==> config.mk <==
export PLATFORM = sky130hd
export DESIGN_NAME = coh_mem_top
export DESIGN_NICKNAME = d
export VERILOG_FILES = /design/src/hdl/coh_mem_pkg.sv /design/src/hdl/coh_line_dir.sv /design/src/hdl/mem_issue_q.sv /design/src/hdl/mem_rsp_q.sv /design/src/hdl/tagged_dmem.sv /design/src/hdl/coh_mem_top.sv
export SDC_FILE = /design/constraint.sdc
export NUM_CORES = 2
export LEC_CHECK = 0
export BUFFER_PORTS_ARGS = -buffer_cell sky130_fd_sc_hd__buf_4
export CAP_MARGIN = 20
export CORE_MARGIN = 4
export CORE_UTILIZATION = 50
export CTS_CLUSTER_DIAMETER = 80
export DETAILED_ROUTE_END_ITERATION = 7
export GPL_TIMING_DRIVEN = 1
export PLACE_DENSITY = 0.66
export SYNTH_ARGS = -nofsm -noshare
export SYNTH_HDL_FRONTEND = slang
export SYNTH_HIERARCHICAL = 1
export SYNTH_SLANG_ARGS = --single-unit
==> constraint.sdc <==
create_clock -name clk -period 22.5 [get_ports clk]
set_clock_uncertainty 0.2 [all_clocks]
set_input_delay 3.375 -clock clk [delete_from_list [all_inputs] [get_ports clk]]
set_output_delay 3.375 -clock clk [all_outputs]
set_load 0.1 [all_outputs]
==> src/hdl/coh_mem_pkg.sv <==
//--------------------------------------------------------------------------
// shared sizes and encodings of the snooping MSI memory controller
// bus message and memory command codes are referenced by scoped name
// from every module of the memory side and from the testbench
//--------------------------------------------------------------------------
`default_nettype none

package coh_mem_pkg;

	//------------------------------------------------------------------------
	// sizes
	localparam int LINE_NUM   = 16;  // memory lines, index only
	localparam int LINE_IDX_W = 4;
	localparam int DATA_W     = 64;  // one word per line
	localparam int MSHR_NUM   = 4;   // depth of issue and response queues
	localparam int MSHR_IDX_W = 2;
	localparam int PTR_W      = 3;   // bus response queue pointer
	localparam int MEM_TAG_W  = 4;   // tag 0 = no response

	// cycles from a load ack to its data
	localparam int MEM_LATENCY = 4;

	//------------------------------------------------------------------------
	// encodings
	typedef enum logic [1:0] {
		MSG_NONE  = 2'd0,
		MSG_GET_S = 2'd1,
		MSG_GET_M = 2'd2,
		MSG_PUT_M = 2'd3
	} bus_msg_e;

	typedef enum logic [1:0] {
		CMD_NONE  = 2'd0,
		CMD_LOAD  = 2'd1,
		CMD_STORE = 2'd2
	} mem_cmd_e;

endpackage

`default_nettype wire

==> src/hdl/coh_line_dir.sv <==
//--------------------------------------------------------------------------
// per-line directory of the memory controller
// keeps valid and dirty bits for every line, acks bus requests in the
// same cycle and asks the issue queue for load or store entries
//--------------------------------------------------------------------------
`default_nettype none

module coh_line_dir (
	input  logic                                clk,
	input  logic                                rst,
	input  coh_mem_pkg::bus_msg_e               bus_req_msg_i,
	input  logic [coh_mem_pkg::LINE_IDX_W-1:0]  bus_req_idx_i,
	input  logic                                iss_full_i,
	output logic                                bus_req_ack_o,
	output logic                                alloc_o,
	output logic                                alloc_store_o
);

	// I: !vld, S: vld & !dty, M: dty
	logic [coh_mem_pkg::LINE_NUM-1:0] vld_r;
	logic [coh_mem_pkg::LINE_NUM-1:0] dty_r;

	logic line_vld;
	logic line_dty;
	logic nxt_vld;
	logic nxt_dty;

	assign line_vld = vld_r[bus_req_idx_i];
	assign line_dty = dty_r[bus_req_idx_i];

	//------------------------------------------------------------------------
	// request decode
	always_comb begin
		bus_req_ack_o = 1'b0;
		alloc_o       = 1'b0;
		alloc_store_o = 1'b0;
		nxt_vld       = line_vld;
		nxt_dty       = line_dty;
		if (line_dty) begin
			// owner holds newer data, memory waits for the write-back
			if (bus_req_msg_i == coh_mem_pkg::MSG_PUT_M && !iss_full_i) begin
				bus_req_ack_o = 1'b1;  // M -> I
				alloc_o       = 1'b1;
				alloc_store_o = 1'b1;
				nxt_vld       = 1'b0;
				nxt_dty       = 1'b0;
			end else if (bus_req_msg_i == coh_mem_pkg::MSG_GET_S && !iss_full_i) begin
				bus_req_ack_o = 1'b1;  // M -> S
				alloc_o       = 1'b1;
				alloc_store_o = 1'b1;
				nxt_dty       = 1'b0;
			end
		end else if (line_vld) begin
			if (bus_req_msg_i == coh_mem_pkg::MSG_GET_M) begin
				bus_req_ack_o = 1'b1;  // upgrade, no data from memory
				nxt_dty       = 1'b1;
			end
		end else begin
			if (bus_req_msg_i == coh_mem_pkg::MSG_GET_S && !iss_full_i) begin
				bus_req_ack_o = 1'b1;  // I -> S, memory sends data
				alloc_o       = 1'b1;
				nxt_vld       = 1'b1;
			end else if (bus_req_msg_i == coh_mem_pkg::MSG_GET_M) begin
				bus_req_ack_o = 1'b1;  // I -> M
				nxt_vld       = 1'b1;
				nxt_dty       = 1'b1;
			end
		end
	end

	// state moves only on ack
	always_ff @(posedge clk) begin
		if (rst) begin
			vld_r <= '0;
			dty_r <= '0;
		end else if (bus_req_ack_o) begin
			vld_r[bus_req_idx_i] <= nxt_vld;
			dty_r[bus_req_idx_i] <= nxt_dty;
		end
	end

endmodule

`default_nettype wire

==> src/hdl/mem_issue_q.sv <==
//--------------------------------------------------------------------------
// in-order issue queue towards the backing memory
// loads are ready on allocation, stores wait for their write-back data;
// only a ready head entry is offered, and a nonzero ack tag retires it
//--------------------------------------------------------------------------
`default_nettype none

module mem_issue_q (
	input  logic                                clk,
	input  logic                                rst,
	input  logic                                alloc_i,
	input  logic                                alloc_store_i,
	input  logic [coh_mem_pkg::LINE_IDX_W-1:0]  alloc_idx_i,
	input  logic [coh_mem_pkg::PTR_W-1:0]       alloc_ptr_i,
	input  logic                                wb_vld_i,
	input  logic [coh_mem_pkg::LINE_IDX_W-1:0]  wb_idx_i,
	input  logic [coh_mem_pkg::DATA_W-1:0]      wb_data_i,
	input  logic                                rsp_full_i,
	input  logic [coh_mem_pkg::MEM_TAG_W-1:0]   mem_ack_tag_i,
	output logic                                full_o,
	output coh_mem_pkg::mem_cmd_e               mem_cmd_o,
	output logic [coh_mem_pkg::LINE_IDX_W-1:0]  mem_idx_o,
	output logic [coh_mem_pkg::DATA_W-1:0]      mem_data_o,
	output logic                                iss_load_o,
	output logic [coh_mem_pkg::PTR_W-1:0]       iss_ptr_o
);

	logic [coh_mem_pkg::MSHR_NUM-1:0]     vld_r;
	logic [coh_mem_pkg::MSHR_NUM-1:0]     rdy_r;  // 0 while waiting for data
	coh_mem_pkg::mem_cmd_e                cmd_r  [coh_mem_pkg::MSHR_NUM];
	logic [coh_mem_pkg::LINE_IDX_W-1:0]   idx_r  [coh_mem_pkg::MSHR_NUM];
	logic [coh_mem_pkg::DATA_W-1:0]       data_r [coh_mem_pkg::MSHR_NUM];
	logic [coh_mem_pkg::PTR_W-1:0]        ptr_r  [coh_mem_pkg::MSHR_NUM];

	// msb of each pointer is the wrap bit
	logic [coh_mem_pkg::MSHR_IDX_W:0]     head_r;
	logic [coh_mem_pkg::MSHR_IDX_W:0]     tail_r;
	logic [coh_mem_pkg::MSHR_IDX_W-1:0]   head;
	logic [coh_mem_pkg::MSHR_IDX_W-1:0]   tail;

	logic                                 head_go;
	logic                                 pop;
	logic [coh_mem_pkg::MSHR_NUM-1:0]     wb_hit;

	assign head   = head_r[coh_mem_pkg::MSHR_IDX_W-1:0];
	assign tail   = tail_r[coh_mem_pkg::MSHR_IDX_W-1:0];
	assign full_o = (head_r[coh_mem_pkg::MSHR_IDX_W] != tail_r[coh_mem_pkg::MSHR_IDX_W]) &&
	                (head == tail);

	//------------------------------------------------------------------------
	// head presentation, loads hold back while the response queue is full
	assign head_go    = vld_r[head] && rdy_r[head] &&
	                    !(cmd_r[head] == coh_mem_pkg::CMD_LOAD && rsp_full_i);
	assign mem_cmd_o  = head_go ? cmd_r[head] : coh_mem_pkg::CMD_NONE;
	assign mem_idx_o  = idx_r[head];
	assign mem_data_o = data_r[head];

	assign pop        = head_go && (mem_ack_tag_i != '0);
	assign iss_load_o = pop && (cmd_r[head] == coh_mem_pkg::CMD_LOAD);
	assign iss_ptr_o  = ptr_r[head];

	// write-back matches every waiting entry of that line
	always_comb begin
		for (int i = 0; i < coh_mem_pkg::MSHR_NUM; i++) begin
			wb_hit[i] = wb_vld_i && vld_r[i] && !rdy_r[i] && (idx_r[i] == wb_idx_i);
		end
	end

	always_ff @(posedge clk) begin
		if (rst) begin
			vld_r  <= '0;
			rdy_r  <= '0;
			head_r <= '0;
			tail_r <= '0;
		end else begin
			rdy_r <= rdy_r | wb_hit;
			if (pop) begin
				vld_r[head] <= 1'b0;
				head_r      <= head_r + 1'b1;
			end
			if (alloc_i) begin
				vld_r[tail] <= 1'b1;
				rdy_r[tail] <= !alloc_store_i;  // load goes out without data
				tail_r      <= tail_r + 1'b1;
			end
		end
	end

	always_ff @(posedge clk) begin
		for (int i = 0; i < coh_mem_pkg::MSHR_NUM; i++) begin
			if (wb_hit[i])
				data_r[i] <= wb_data_i;
		end
		if (alloc_i) begin
			cmd_r[tail] <= alloc_store_i ? coh_mem_pkg::CMD_STORE : coh_mem_pkg::CMD_LOAD;
			idx_r[tail] <= alloc_idx_i;
			ptr_r[tail] <= alloc_ptr_i;
		end
	end

endmodule

`default_nettype wire

==> src/hdl/mem_rsp_q.sv <==
//--------------------------------------------------------------------------
// response queue of outstanding loads
// holds memory tag and bus pointer in issue order; returning data whose
// tag matches the head goes to the bus with the stored pointer
//--------------------------------------------------------------------------
`default_nettype none

module mem_rsp_q (
	input  logic                                clk,
	input  logic                                rst,
	input  logic                                push_i,
	input  logic [coh_mem_pkg::MEM_TAG_W-1:0]   push_tag_i,
	input  logic [coh_mem_pkg::PTR_W-1:0]       push_ptr_i,
	input  logic [coh_mem_pkg::MEM_TAG_W-1:0]   rd_tag_i,
	input  logic [coh_mem_pkg::DATA_W-1:0]      rd_data_i,
	output logic                                full_o,
	output logic                                rsp_vld_o,
	output logic [coh_mem_pkg::PTR_W-1:0]       rsp_ptr_o,
	output logic [coh_mem_pkg::DATA_W-1:0]      rsp_data_o
);

	logic [coh_mem_pkg::MEM_TAG_W-1:0]    tag_r [coh_mem_pkg::MSHR_NUM];
	logic [coh_mem_pkg::PTR_W-1:0]        ptr_r [coh_mem_pkg::MSHR_NUM];
	logic [coh_mem_pkg::MSHR_IDX_W:0]     head_r;  // msb wraps
	logic [coh_mem_pkg::MSHR_IDX_W:0]     tail_r;
	logic [coh_mem_pkg::MSHR_IDX_W-1:0]   head;
	logic [coh_mem_pkg::MSHR_IDX_W-1:0]   tail;
	logic                                 empty;

	assign head   = head_r[coh_mem_pkg::MSHR_IDX_W-1:0];
	assign tail   = tail_r[coh_mem_pkg::MSHR_IDX_W-1:0];
	assign empty  = (head_r == tail_r);
	assign full_o = (head_r[coh_mem_pkg::MSHR_IDX_W] != tail_r[coh_mem_pkg::MSHR_IDX_W]) &&
	                (head == tail);

	// tag 0 never matches
	assign rsp_vld_o  = !empty && (rd_tag_i != '0) && (rd_tag_i == tag_r[head]);
	assign rsp_ptr_o  = ptr_r[head];
	assign rsp_data_o = rd_data_i;  // data is not stored

	always_ff @(posedge clk) begin
		if (rst) begin
			head_r <= '0;
			tail_r <= '0;
		end else begin
			if (rsp_vld_o)
				head_r <= head_r + 1'b1;
			if (push_i)
				tail_r <= tail_r + 1'b1;
		end
	end

	always_ff @(posedge clk) begin
		if (push_i) begin
			tag_r[tail] <= push_tag_i;
			ptr_r[tail] <= push_ptr_i;
		end
	end

endmodule

`default_nettype wire

==> src/hdl/tagged_dmem.sv <==
//--------------------------------------------------------------------------
// backing data memory with tagged responses
// every command is acked in its cycle with a nonzero tag from 1 to 15;
// load data follows MEM_LATENCY cycles later on the read tag and data
//--------------------------------------------------------------------------
`default_nettype none

module tagged_dmem (
	input  logic                                clk,
	input  logic                                rst,
	input  coh_mem_pkg::mem_cmd_e               cmd_i,
	input  logic [coh_mem_pkg::LINE_IDX_W-1:0]  idx_i,
	input  logic [coh_mem_pkg::DATA_W-1:0]      data_i,
	output logic [coh_mem_pkg::MEM_TAG_W-1:0]   ack_tag_o,
	output logic [coh_mem_pkg::MEM_TAG_W-1:0]   rd_tag_o,
	output logic [coh_mem_pkg::DATA_W-1:0]      rd_data_o
);

	logic [coh_mem_pkg::DATA_W-1:0]       mem_r       [coh_mem_pkg::LINE_NUM];
	logic [coh_mem_pkg::MEM_TAG_W-1:0]    tag_cnt_r;
	logic [coh_mem_pkg::MEM_TAG_W-1:0]    pipe_tag_r  [coh_mem_pkg::MEM_LATENCY];
	logic [coh_mem_pkg::DATA_W-1:0]       pipe_data_r [coh_mem_pkg::MEM_LATENCY];

	assign ack_tag_o = (cmd_i != coh_mem_pkg::CMD_NONE) ? tag_cnt_r : '0;
	assign rd_tag_o  = pipe_tag_r[coh_mem_pkg::MEM_LATENCY-1];
	assign rd_data_o = pipe_data_r[coh_mem_pkg::MEM_LATENCY-1];

	//------------------------------------------------------------------------
	// tag counter and tag pipeline, a zero tag is an empty slot
	always_ff @(posedge clk) begin
		if (rst) begin
			tag_cnt_r <= 1;
			for (int i = 0; i < coh_mem_pkg::MEM_LATENCY; i++) begin
				pipe_tag_r[i] <= '0;
			end
		end else begin
			if (cmd_i != coh_mem_pkg::CMD_NONE)
				tag_cnt_r <= (tag_cnt_r == '1) ? 1 : tag_cnt_r + 1'b1;  // skip 0
			pipe_tag_r[0] <= (cmd_i == coh_mem_pkg::CMD_LOAD) ? tag_cnt_r : '0;
			for (int i = 1; i < coh_mem_pkg::MEM_LATENCY; i++) begin
				pipe_tag_r[i] <= pipe_tag_r[i-1];
			end
		end
	end

	// array and data pipeline
	always_ff @(posedge clk) begin
		pipe_data_r[0] <= mem_r[idx_i];
		for (int i = 1; i < coh_mem_pkg::MEM_LATENCY; i++) begin
			pipe_data_r[i] <= pipe_data_r[i-1];
		end
		if (rst) begin
			// line index repeated in every byte
			for (int i = 0; i < coh_mem_pkg::LINE_NUM; i++) begin
				mem_r[i] <= {(coh_mem_pkg::DATA_W/8){8'(i)}};
			end
		end else if (cmd_i == coh_mem_pkg::CMD_STORE) begin
			mem_r[idx_i] <= data_i;
		end
	end

endmodule

`default_nettype wire

==> src/hdl/coh_mem_top.sv <==
//--------------------------------------------------------------------------
// memory side of the snooping MSI system
// joins line directory, issue queue, response queue and backing memory;
// the bus side is driven by the caches and the arbiter around it
//--------------------------------------------------------------------------
`default_nettype none

module coh_mem_top (
	input  logic                                clk,
	input  logic                                rst,
	// bus request
	input  coh_mem_pkg::bus_msg_e               bus_req_msg_i,
	input  logic [coh_mem_pkg::LINE_IDX_W-1:0]  bus_req_idx_i,
	input  logic [coh_mem_pkg::PTR_W-1:0]       bus_req_ptr_i,
	input  logic [coh_mem_pkg::DATA_W-1:0]      bus_req_data_i,  // request data phase, not read here
	output logic                                bus_req_ack_o,
	// write-back from the owning cache
	input  logic                                bus_wb_vld_i,
	input  logic [coh_mem_pkg::LINE_IDX_W-1:0]  bus_wb_idx_i,
	input  logic [coh_mem_pkg::DATA_W-1:0]      bus_wb_data_i,
	// data response
	output logic                                bus_rsp_vld_o,
	output logic [coh_mem_pkg::PTR_W-1:0]       bus_rsp_ptr_o,
	output logic [coh_mem_pkg::DATA_W-1:0]      bus_rsp_data_o
);

	logic                                 iss_full;
	logic                                 alloc;
	logic                                 alloc_store;
	logic                                 iss_load;
	logic [coh_mem_pkg::PTR_W-1:0]        iss_ptr;
	logic                                 rsp_full;
	coh_mem_pkg::mem_cmd_e                mem_cmd;
	logic [coh_mem_pkg::LINE_IDX_W-1:0]   mem_idx;
	logic [coh_mem_pkg::DATA_W-1:0]       mem_data;
	logic [coh_mem_pkg::MEM_TAG_W-1:0]    mem_ack_tag;
	logic [coh_mem_pkg::MEM_TAG_W-1:0]    mem_rd_tag;
	logic [coh_mem_pkg::DATA_W-1:0]       mem_rd_data;

	coh_line_dir u_dir (
		.clk           (clk),
		.rst           (rst),
		.bus_req_msg_i (bus_req_msg_i),
		.bus_req_idx_i (bus_req_idx_i),
		.iss_full_i    (iss_full),
		.bus_req_ack_o (bus_req_ack_o),
		.alloc_o       (alloc),
		.alloc_store_o (alloc_store)
	);

	mem_issue_q u_iss_q (
		.clk           (clk),
		.rst           (rst),
		.alloc_i       (alloc),
		.alloc_store_i (alloc_store),
		.alloc_idx_i   (bus_req_idx_i),
		.alloc_ptr_i   (bus_req_ptr_i),
		.wb_vld_i      (bus_wb_vld_i),
		.wb_idx_i      (bus_wb_idx_i),
		.wb_data_i     (bus_wb_data_i),
		.rsp_full_i    (rsp_full),
		.mem_ack_tag_i (mem_ack_tag),
		.full_o        (iss_full),
		.mem_cmd_o     (mem_cmd),
		.mem_idx_o     (mem_idx),
		.mem_data_o    (mem_data),
		.iss_load_o    (iss_load),
		.iss_ptr_o     (iss_ptr)
	);

	mem_rsp_q u_rsp_q (
		.clk        (clk),
		.rst        (rst),
		.push_i     (iss_load),
		.push_tag_i (mem_ack_tag),  // tag of the load just acked
		.push_ptr_i (iss_ptr),
		.rd_tag_i   (mem_rd_tag),
		.rd_data_i  (mem_rd_data),
		.full_o     (rsp_full),
		.rsp_vld_o  (bus_rsp_vld_o),
		.rsp_ptr_o  (bus_rsp_ptr_o),
		.rsp_data_o (bus_rsp_data_o)
	);

	tagged_dmem u_dmem (
		.clk       (clk),
		.rst       (rst),
		.cmd_i     (mem_cmd),
		.idx_i     (mem_idx),
		.data_i    (mem_data),
		.ack_tag_o (mem_ack_tag),
		.rd_tag_o  (mem_rd_tag),
		.rd_data_o (mem_rd_data)
	);

endmodule

`default_nettype wire

Word level (Yosys, flattened, before mapping)
Memory sizes are Yosys's and may differ from the RTL's. A register that Yosys moved wholly into a read port is not among the register bits.
Cells that the tools add are included.

storage, ports and cells
  register bits = 56
  bits in writable memories = 1,616
  bits of input ports = 144
  output and inout port bits = 69
  word-level logic and storage cells = 172
  memories kept = 9

operators by class
  $add $sub $neg = 5
  magnitude comparators = 6
  equality and inequality tests = 17
  multiplexer cells = 80
  bitwise operators = 8
  reductions and logical operators = 38

memories
  memory              words  width  read ports  clocked after memory_dff  wr ports  RTL line           source
  u_dmem.mem_r        16     64     1           0                         16        tagged_dmem.sv:19  logic [coh_mem_pkg::DATA_W-1:0] mem_r [coh_mem_pkg::LINE_NUM];
  u_dmem.pipe_data_r  4      64     4           0                         4         tagged_dmem.sv:22  logic [coh_mem_pkg::DATA_W-1:0] pipe_data_r [coh_mem_pkg::MEM_LATENCY];
  u_iss_q.data_r      4      64     1           1                         4         mem_issue_q.sv:32  logic [coh_mem_pkg::DATA_W-1:0] data_r [coh_mem_pkg::MSHR_NUM];
  u_dmem.pipe_tag_r   4      4      4           0                         4         tagged_dmem.sv:21  logic [coh_mem_pkg::MEM_TAG_W-1:0] pipe_tag_r [coh_mem_pkg::MEM_LATENCY];
  u_iss_q.idx_r       4      4      5           1                         1         mem_issue_q.sv:31  logic [coh_mem_pkg::LINE_IDX_W-1:0] idx_r [coh_mem_pkg::MSHR_NUM];
  u_rsp_q.tag_r       4      4      1           1                         1         mem_rsp_q.sv:22    logic [coh_mem_pkg::MEM_TAG_W-1:0] tag_r [coh_mem_pkg::MSHR_NUM];
  +3 memories         -      -      -           -                         -         -

operators with widths
  kind                 number
  $mux 64              1
  $reduce_or 64->1     1
  $mux 4               12
  $mux 1               43
  $bwmux 16            2
  $mux 2               14
  $logic_and 1x1->1    26
  $eq 4x4->1           5
  $add 3x1->3 const B  4
  $bmux 1 s4           2
  $logic_not 1->1      8
  $or 4x4->4           2
  $reduce_bool 4->1    2
  $eq 2x1->1 const B   3
  $eq 2x2->1 const B   3
  $lt 2x3->1 const B   2
  $lt 4x5->1 const B   1
  $add 4x1->4 const B  1
  $and 4x4->4          1
  $bmux 1 s2           2
  $bwmux 4             1
  $demux 1 s2          2
  $demux 1 s4          1
  $eq 2x2->1           2
  8 further kinds      13

Logic depth before layout (Yosys ltp)
  word-level depth = 14
  gate-level depth with buffers = 16
  gate-level depth less buffers = 15

Cells and area by module
The synthesis kept the hierarchy.

by module, submodules not included
  module        times used  cells an instance  area an instance (um^2)  seq. area each (um^2)
  tagged_dmem   1           3,309              50,257.0                 36,274.8
  mem_issue_q   1           512                11,577.4                 9,088.7
  mem_rsp_q     1           157                2,013.2                  1,001.0
  coh_line_dir  1           174                1,813.0                  640.6

Worst setup path before layout
Ideal clock, no wire load.

  path type = in2reg
  from = input port bus_wb_idx_i[0] in the netlist's numbering
  to = memory u_iss_q/data_r[0][0] in the netlist's numbering (enable)
  library setup time = 647 ps
  data arrival time = 10,018 ps
  data required time = 21,653 ps
  path slack = 11,635 ps
  stages on the path = 4
  buffers on the path = 1
  path through = clkbuf_1 -> xnor2_1 -> nand3_1 -> nor4_1

RTL lines
  element             RTL line           source
  start: declaration  coh_mem_top.sv:19  input logic [coh_mem_pkg::LINE_IDX_W-1:0] bus_wb_idx_i,
  end: declaration    mem_issue_q.sv:32

Worst setup path after layout
  from = input port bus_req_idx_i[1] in the netlist's numbering
  to = output port bus_req_ack_o

between the ends
  longest elaborated chain between the ends = 4
  elaborated cells on any way between the ends = 6
  those cells by class = mux (6)

ends and longest elaborated chain
  element                       RTL line            source
  start: declaration            coh_mem_top.sv:13   input logic [coh_mem_pkg::LINE_IDX_W-1:0] bus_req_idx_i,
  $bmux 1 s4                    coh_line_dir.sv:28  assign line_vld = vld_r[bus_req_idx_i];
  $mux 1 (not written as such)  coh_line_dir.sv:28
  $mux 1                        coh_line_dir.sv:53  end else if (line_vld) begin
  $mux 1 *                      coh_line_dir.sv:39  if (line_dty) begin
  end: declaration              coh_mem_top.sv:16   output logic bus_req_ack_o,

Mark *: on every way between the ends. The rest lies on a longest branch, timed or not. The select of a mux whose other input is x is not followed.

==> impl_results.md <==
* CTS Hold Bufs at 0
* Number of clock buffers inserted by TritonCTS at 172
* Cts repair resizes at 0
* Post-DP HPWL at 76.1 mm
* Async set-reset flop share out of synthesis at 0%
* Final period util at 39.5%
* Clock group share of total power at 42.9%
* Primary FF master, synth: edfxtp_1
* Hold Path Class: flip-flop to flip-flop
* Slew @ Worst Pin at 1.17 ns
* Max stage delay on crit path at 0.60 ns
* Register Area at 0.0470 mm²
* Final Total Pwr at 0.00663 W
* Pre-antenna DRT Iters at 5
* Synth unique cells at 63
* Core area at 0.130 mm²
* H-Tree Depth at 4
* Routed vias at 35.3k
* GRT overflow at 0
* Die height at 370 µm
* Drt first-iter violations at 3251
* Complex-gate fraction of the synthesized area at 2.15%
* Die width at 370 µm
* Largest net degree at the start of global routing at 176
* Clock-pin slew on the worst setup and hold paths at 0.06 ns
* Cells after DPL at 5724
* DIE AREA at 0.137 mm²
* Layout area overhead at 11.8%
* Peak supply drop at 0.0719 mV
* Vias in the first global route at 36.7k
* WP data required at 18.93 ns
* Leakage Power at 24.3 nW
* Psw at 0.00142 W
* Most frequent cell after synthesis: edfxtp_1
* XOR/XNOR share of the synthesized area at 0.400%
* Seq pwr share at 52.2%
* Crit path DAT at 5.31 ns
* Cell Rows at 132
* WP buf/inv at 2
* Yosys top cell by area: edfxtp_1
* Register bit total from synthesis at 1676
* Max FO, Critical Path at 29
* Hold Vio Cnt, Final at 0
* DRC at 0
* Top post-synthesis cells by count: 1344 x edfxtp_1, 692 x nor2_1, 382 x nand2_1
* Initial Utilization at 50.5%
* Num ports at 213
* Syn. warnings at 6
* Layout Nets at 4316
* Final Non-Filler Cells at 6049
* Clock Path Buffers at 3
* Top cells by area, synth: edfxtp_1 61%, mux4_2 11%, dfxtp_1 10%
* CTS tree: done
* Pwr dens at 90.2 mW/mm²
* Most used cell along the critical path: buf_4
* Fin area at 0.0734 mm²
* Clk sinks at 1676
* Crit path max-delay family: multiplexers
* Worst setup path class: input port to output port
* Area of the multi-input gates at 0.0168 mm²
* Max-cap violations at 0
* Post-DP Area at 0.0676 mm²
* Combinational share of power at 4.9%
* Slowest CP cell: mux4_2
* Post CTS Setup Buffer Count at 0
* Area fraction of the dominant cell type after synthesis at 61.5%
* Outcome: finished, final reports clean
* Synth Area in Adders at 0.267%
* Clk root buf: clkbuf_16
* Fin crit period at 8.88 ns
* First-pass GRT wire length at 227 mm
* Cells after synthesis at 4152
* EDFF count, synth at 1344
* Antenna violations before repair at 4
* Syn_nets at 4310
* Setup TNS at 0 ns
* All-Layer GR Usage at 22.1%
* Max Clk Rate at 113 MHz
* Post-Synth Simple-Gate Area at 9.88%
* Crit start category: input port
* Mean Syn Cell Area at 15.8 µm²
* Vias per cell at 5.83
* Fin util at 56.5%
* Setup violators final at 0
* # fillers at 10.2k
* Slew Viols, Final at 0
* Routed WL at 151 mm
* Sw frac at 21.5%
* IO Port Bufs at 148
* Internal power at 0.00520 W
* Unrepaired setup endpoints after global routing: false
* Main combinational cell family by area after synthesis: multiplexers
* Clock Latency Late Sink at 0.78 ns
* Crit-path cells: buf_4, mux4_2, mux2i_4, mux2i_1, o21bai_1, o2bb2ai_1, buf_4
* Relative slew margins at 22.2%
* GP Congestion at 0.720
* Layout cell share with drive strength beyond 1 at 20.0%
* Wire per inst at 24.9 µm
* CP endpoint kind: output port
* Sequential share of the synthesized area at 71.6%
* Routed Antenna Nets at 0
* Multiplexer share of the synthesized area at 12.6%
* Cell area after synthesis at 0.0657 mm²
## layer usage
layer	vias up	track usage, %	wire length [µm]
li1	15449	-	-
met1	18038	30.2	61100
met2	1496	36.5	73700
met3	263	4.08	12200
met4	4	6.69	3800
met5	-	0	28
## cell families (layout without fill, tap and decap cells)
group,Yosys count,after routing
adder cells (fa/ha/maj),14,14
other,0,1
XOR/XNOR,30,30
flip-flops,1676,1676
multiplexers,397,397
AND/OR/NAND/NOR,1458,1458
buffers and inverters,390,544
AO/OA/AOI/OAI,187,187
## cell type report
type                            instances  share of cell area (%)
Sequential cell                      1676                    64.0
Multi-Input combinational cell       2086                    22.9
Clock buffer                          250                    6.86
Tap cell                             1742                    2.97
Timing Repair Buffer                  207                    2.20
Clock inverter                         72                   0.934
Inverter                               15                  0.0767
Antenna cell                            1                 0.00341
## path summary, 6_finish.rpt
kind,from,to,slack [ns],cells past startpoint
worst min register to register,u_dmem/pipe_data_r[1][10],u_dmem/pipe_data_r[2][10],0.12,0
worst max register to register,flip-flop,u_dmem/mem_r[8][29],16.12,10
worst max-delay path,bus_req_idx_i[1],bus_req_ack_o,13.62,7
worst min-delay path,u_dmem/pipe_data_r[1][10],u_dmem/pipe_data_r[2][10],0.12,0
## power groups by stage
stage	logic [W]	clock network [W]	registers, W
3_5_place_dp	0.000328	0	0.00352
3_3_place_gp	0.000326	0	0.00352
2_1_floorplan	0.000237	0	0.00351
5_1_grt	0.000343	0.00304	0.00346
4_1_cts	0.000328	0.00290	0.00346
6_report	0.000326	0.00284	0.00346
## flip-flops by register name, summed over array words and instances (netlist names), 12 cells and up, named ones only
signal	count
u_dir/dty_r	16
u_dir/vld_r	16
u_dmem/mem_r	1024
u_dmem/pipe_data_r	256
u_dmem/pipe_tag_r	16
u_iss_q/data_r	256
u_iss_q/idx_r	16
u_iss_q/ptr_r	12
u_rsp_q/ptr_r	12
u_rsp_q/tag_r	16
## placed cells by master, fill, tap and decap left out, types with 5 or more instances in the layout
master        n
nor2b_1      24
clkbuf_8     20
buf_4       203
mux2_2        5
nand3_1      11
nor3_1        6
clkbuf_1     45
mux4_2      331
mux4_1        5
mux2i_1      49
inv_6         6
edfxtp_1   1344
ha_1         14
clkbuf_16   183
nor2_1      691
or3_1       128
and3_1      131
a21o_4       16
dfxtp_1     330
and2_1       10
clkinv_2     28
nand2_1     379
a21oi_1      11
xnor2_1      22
xor2_1        8
nand2b_1     38
inv_1        14
clkinv_1     17
bufinv_16    11
a22oi_1     132
## per-stage QoR
step	hold WS [ns]	setup WS, ns
2_1_floorplan	0.110	11.64
3_3_place_gp	0.111	13.62
3_5_place_dp	0.112	13.63
4_1_cts	0.116	13.61
5_1_grt	0.122	13.51
6_report	0.118	13.62
No activity file was read; power rests on OpenSTA's default activity.
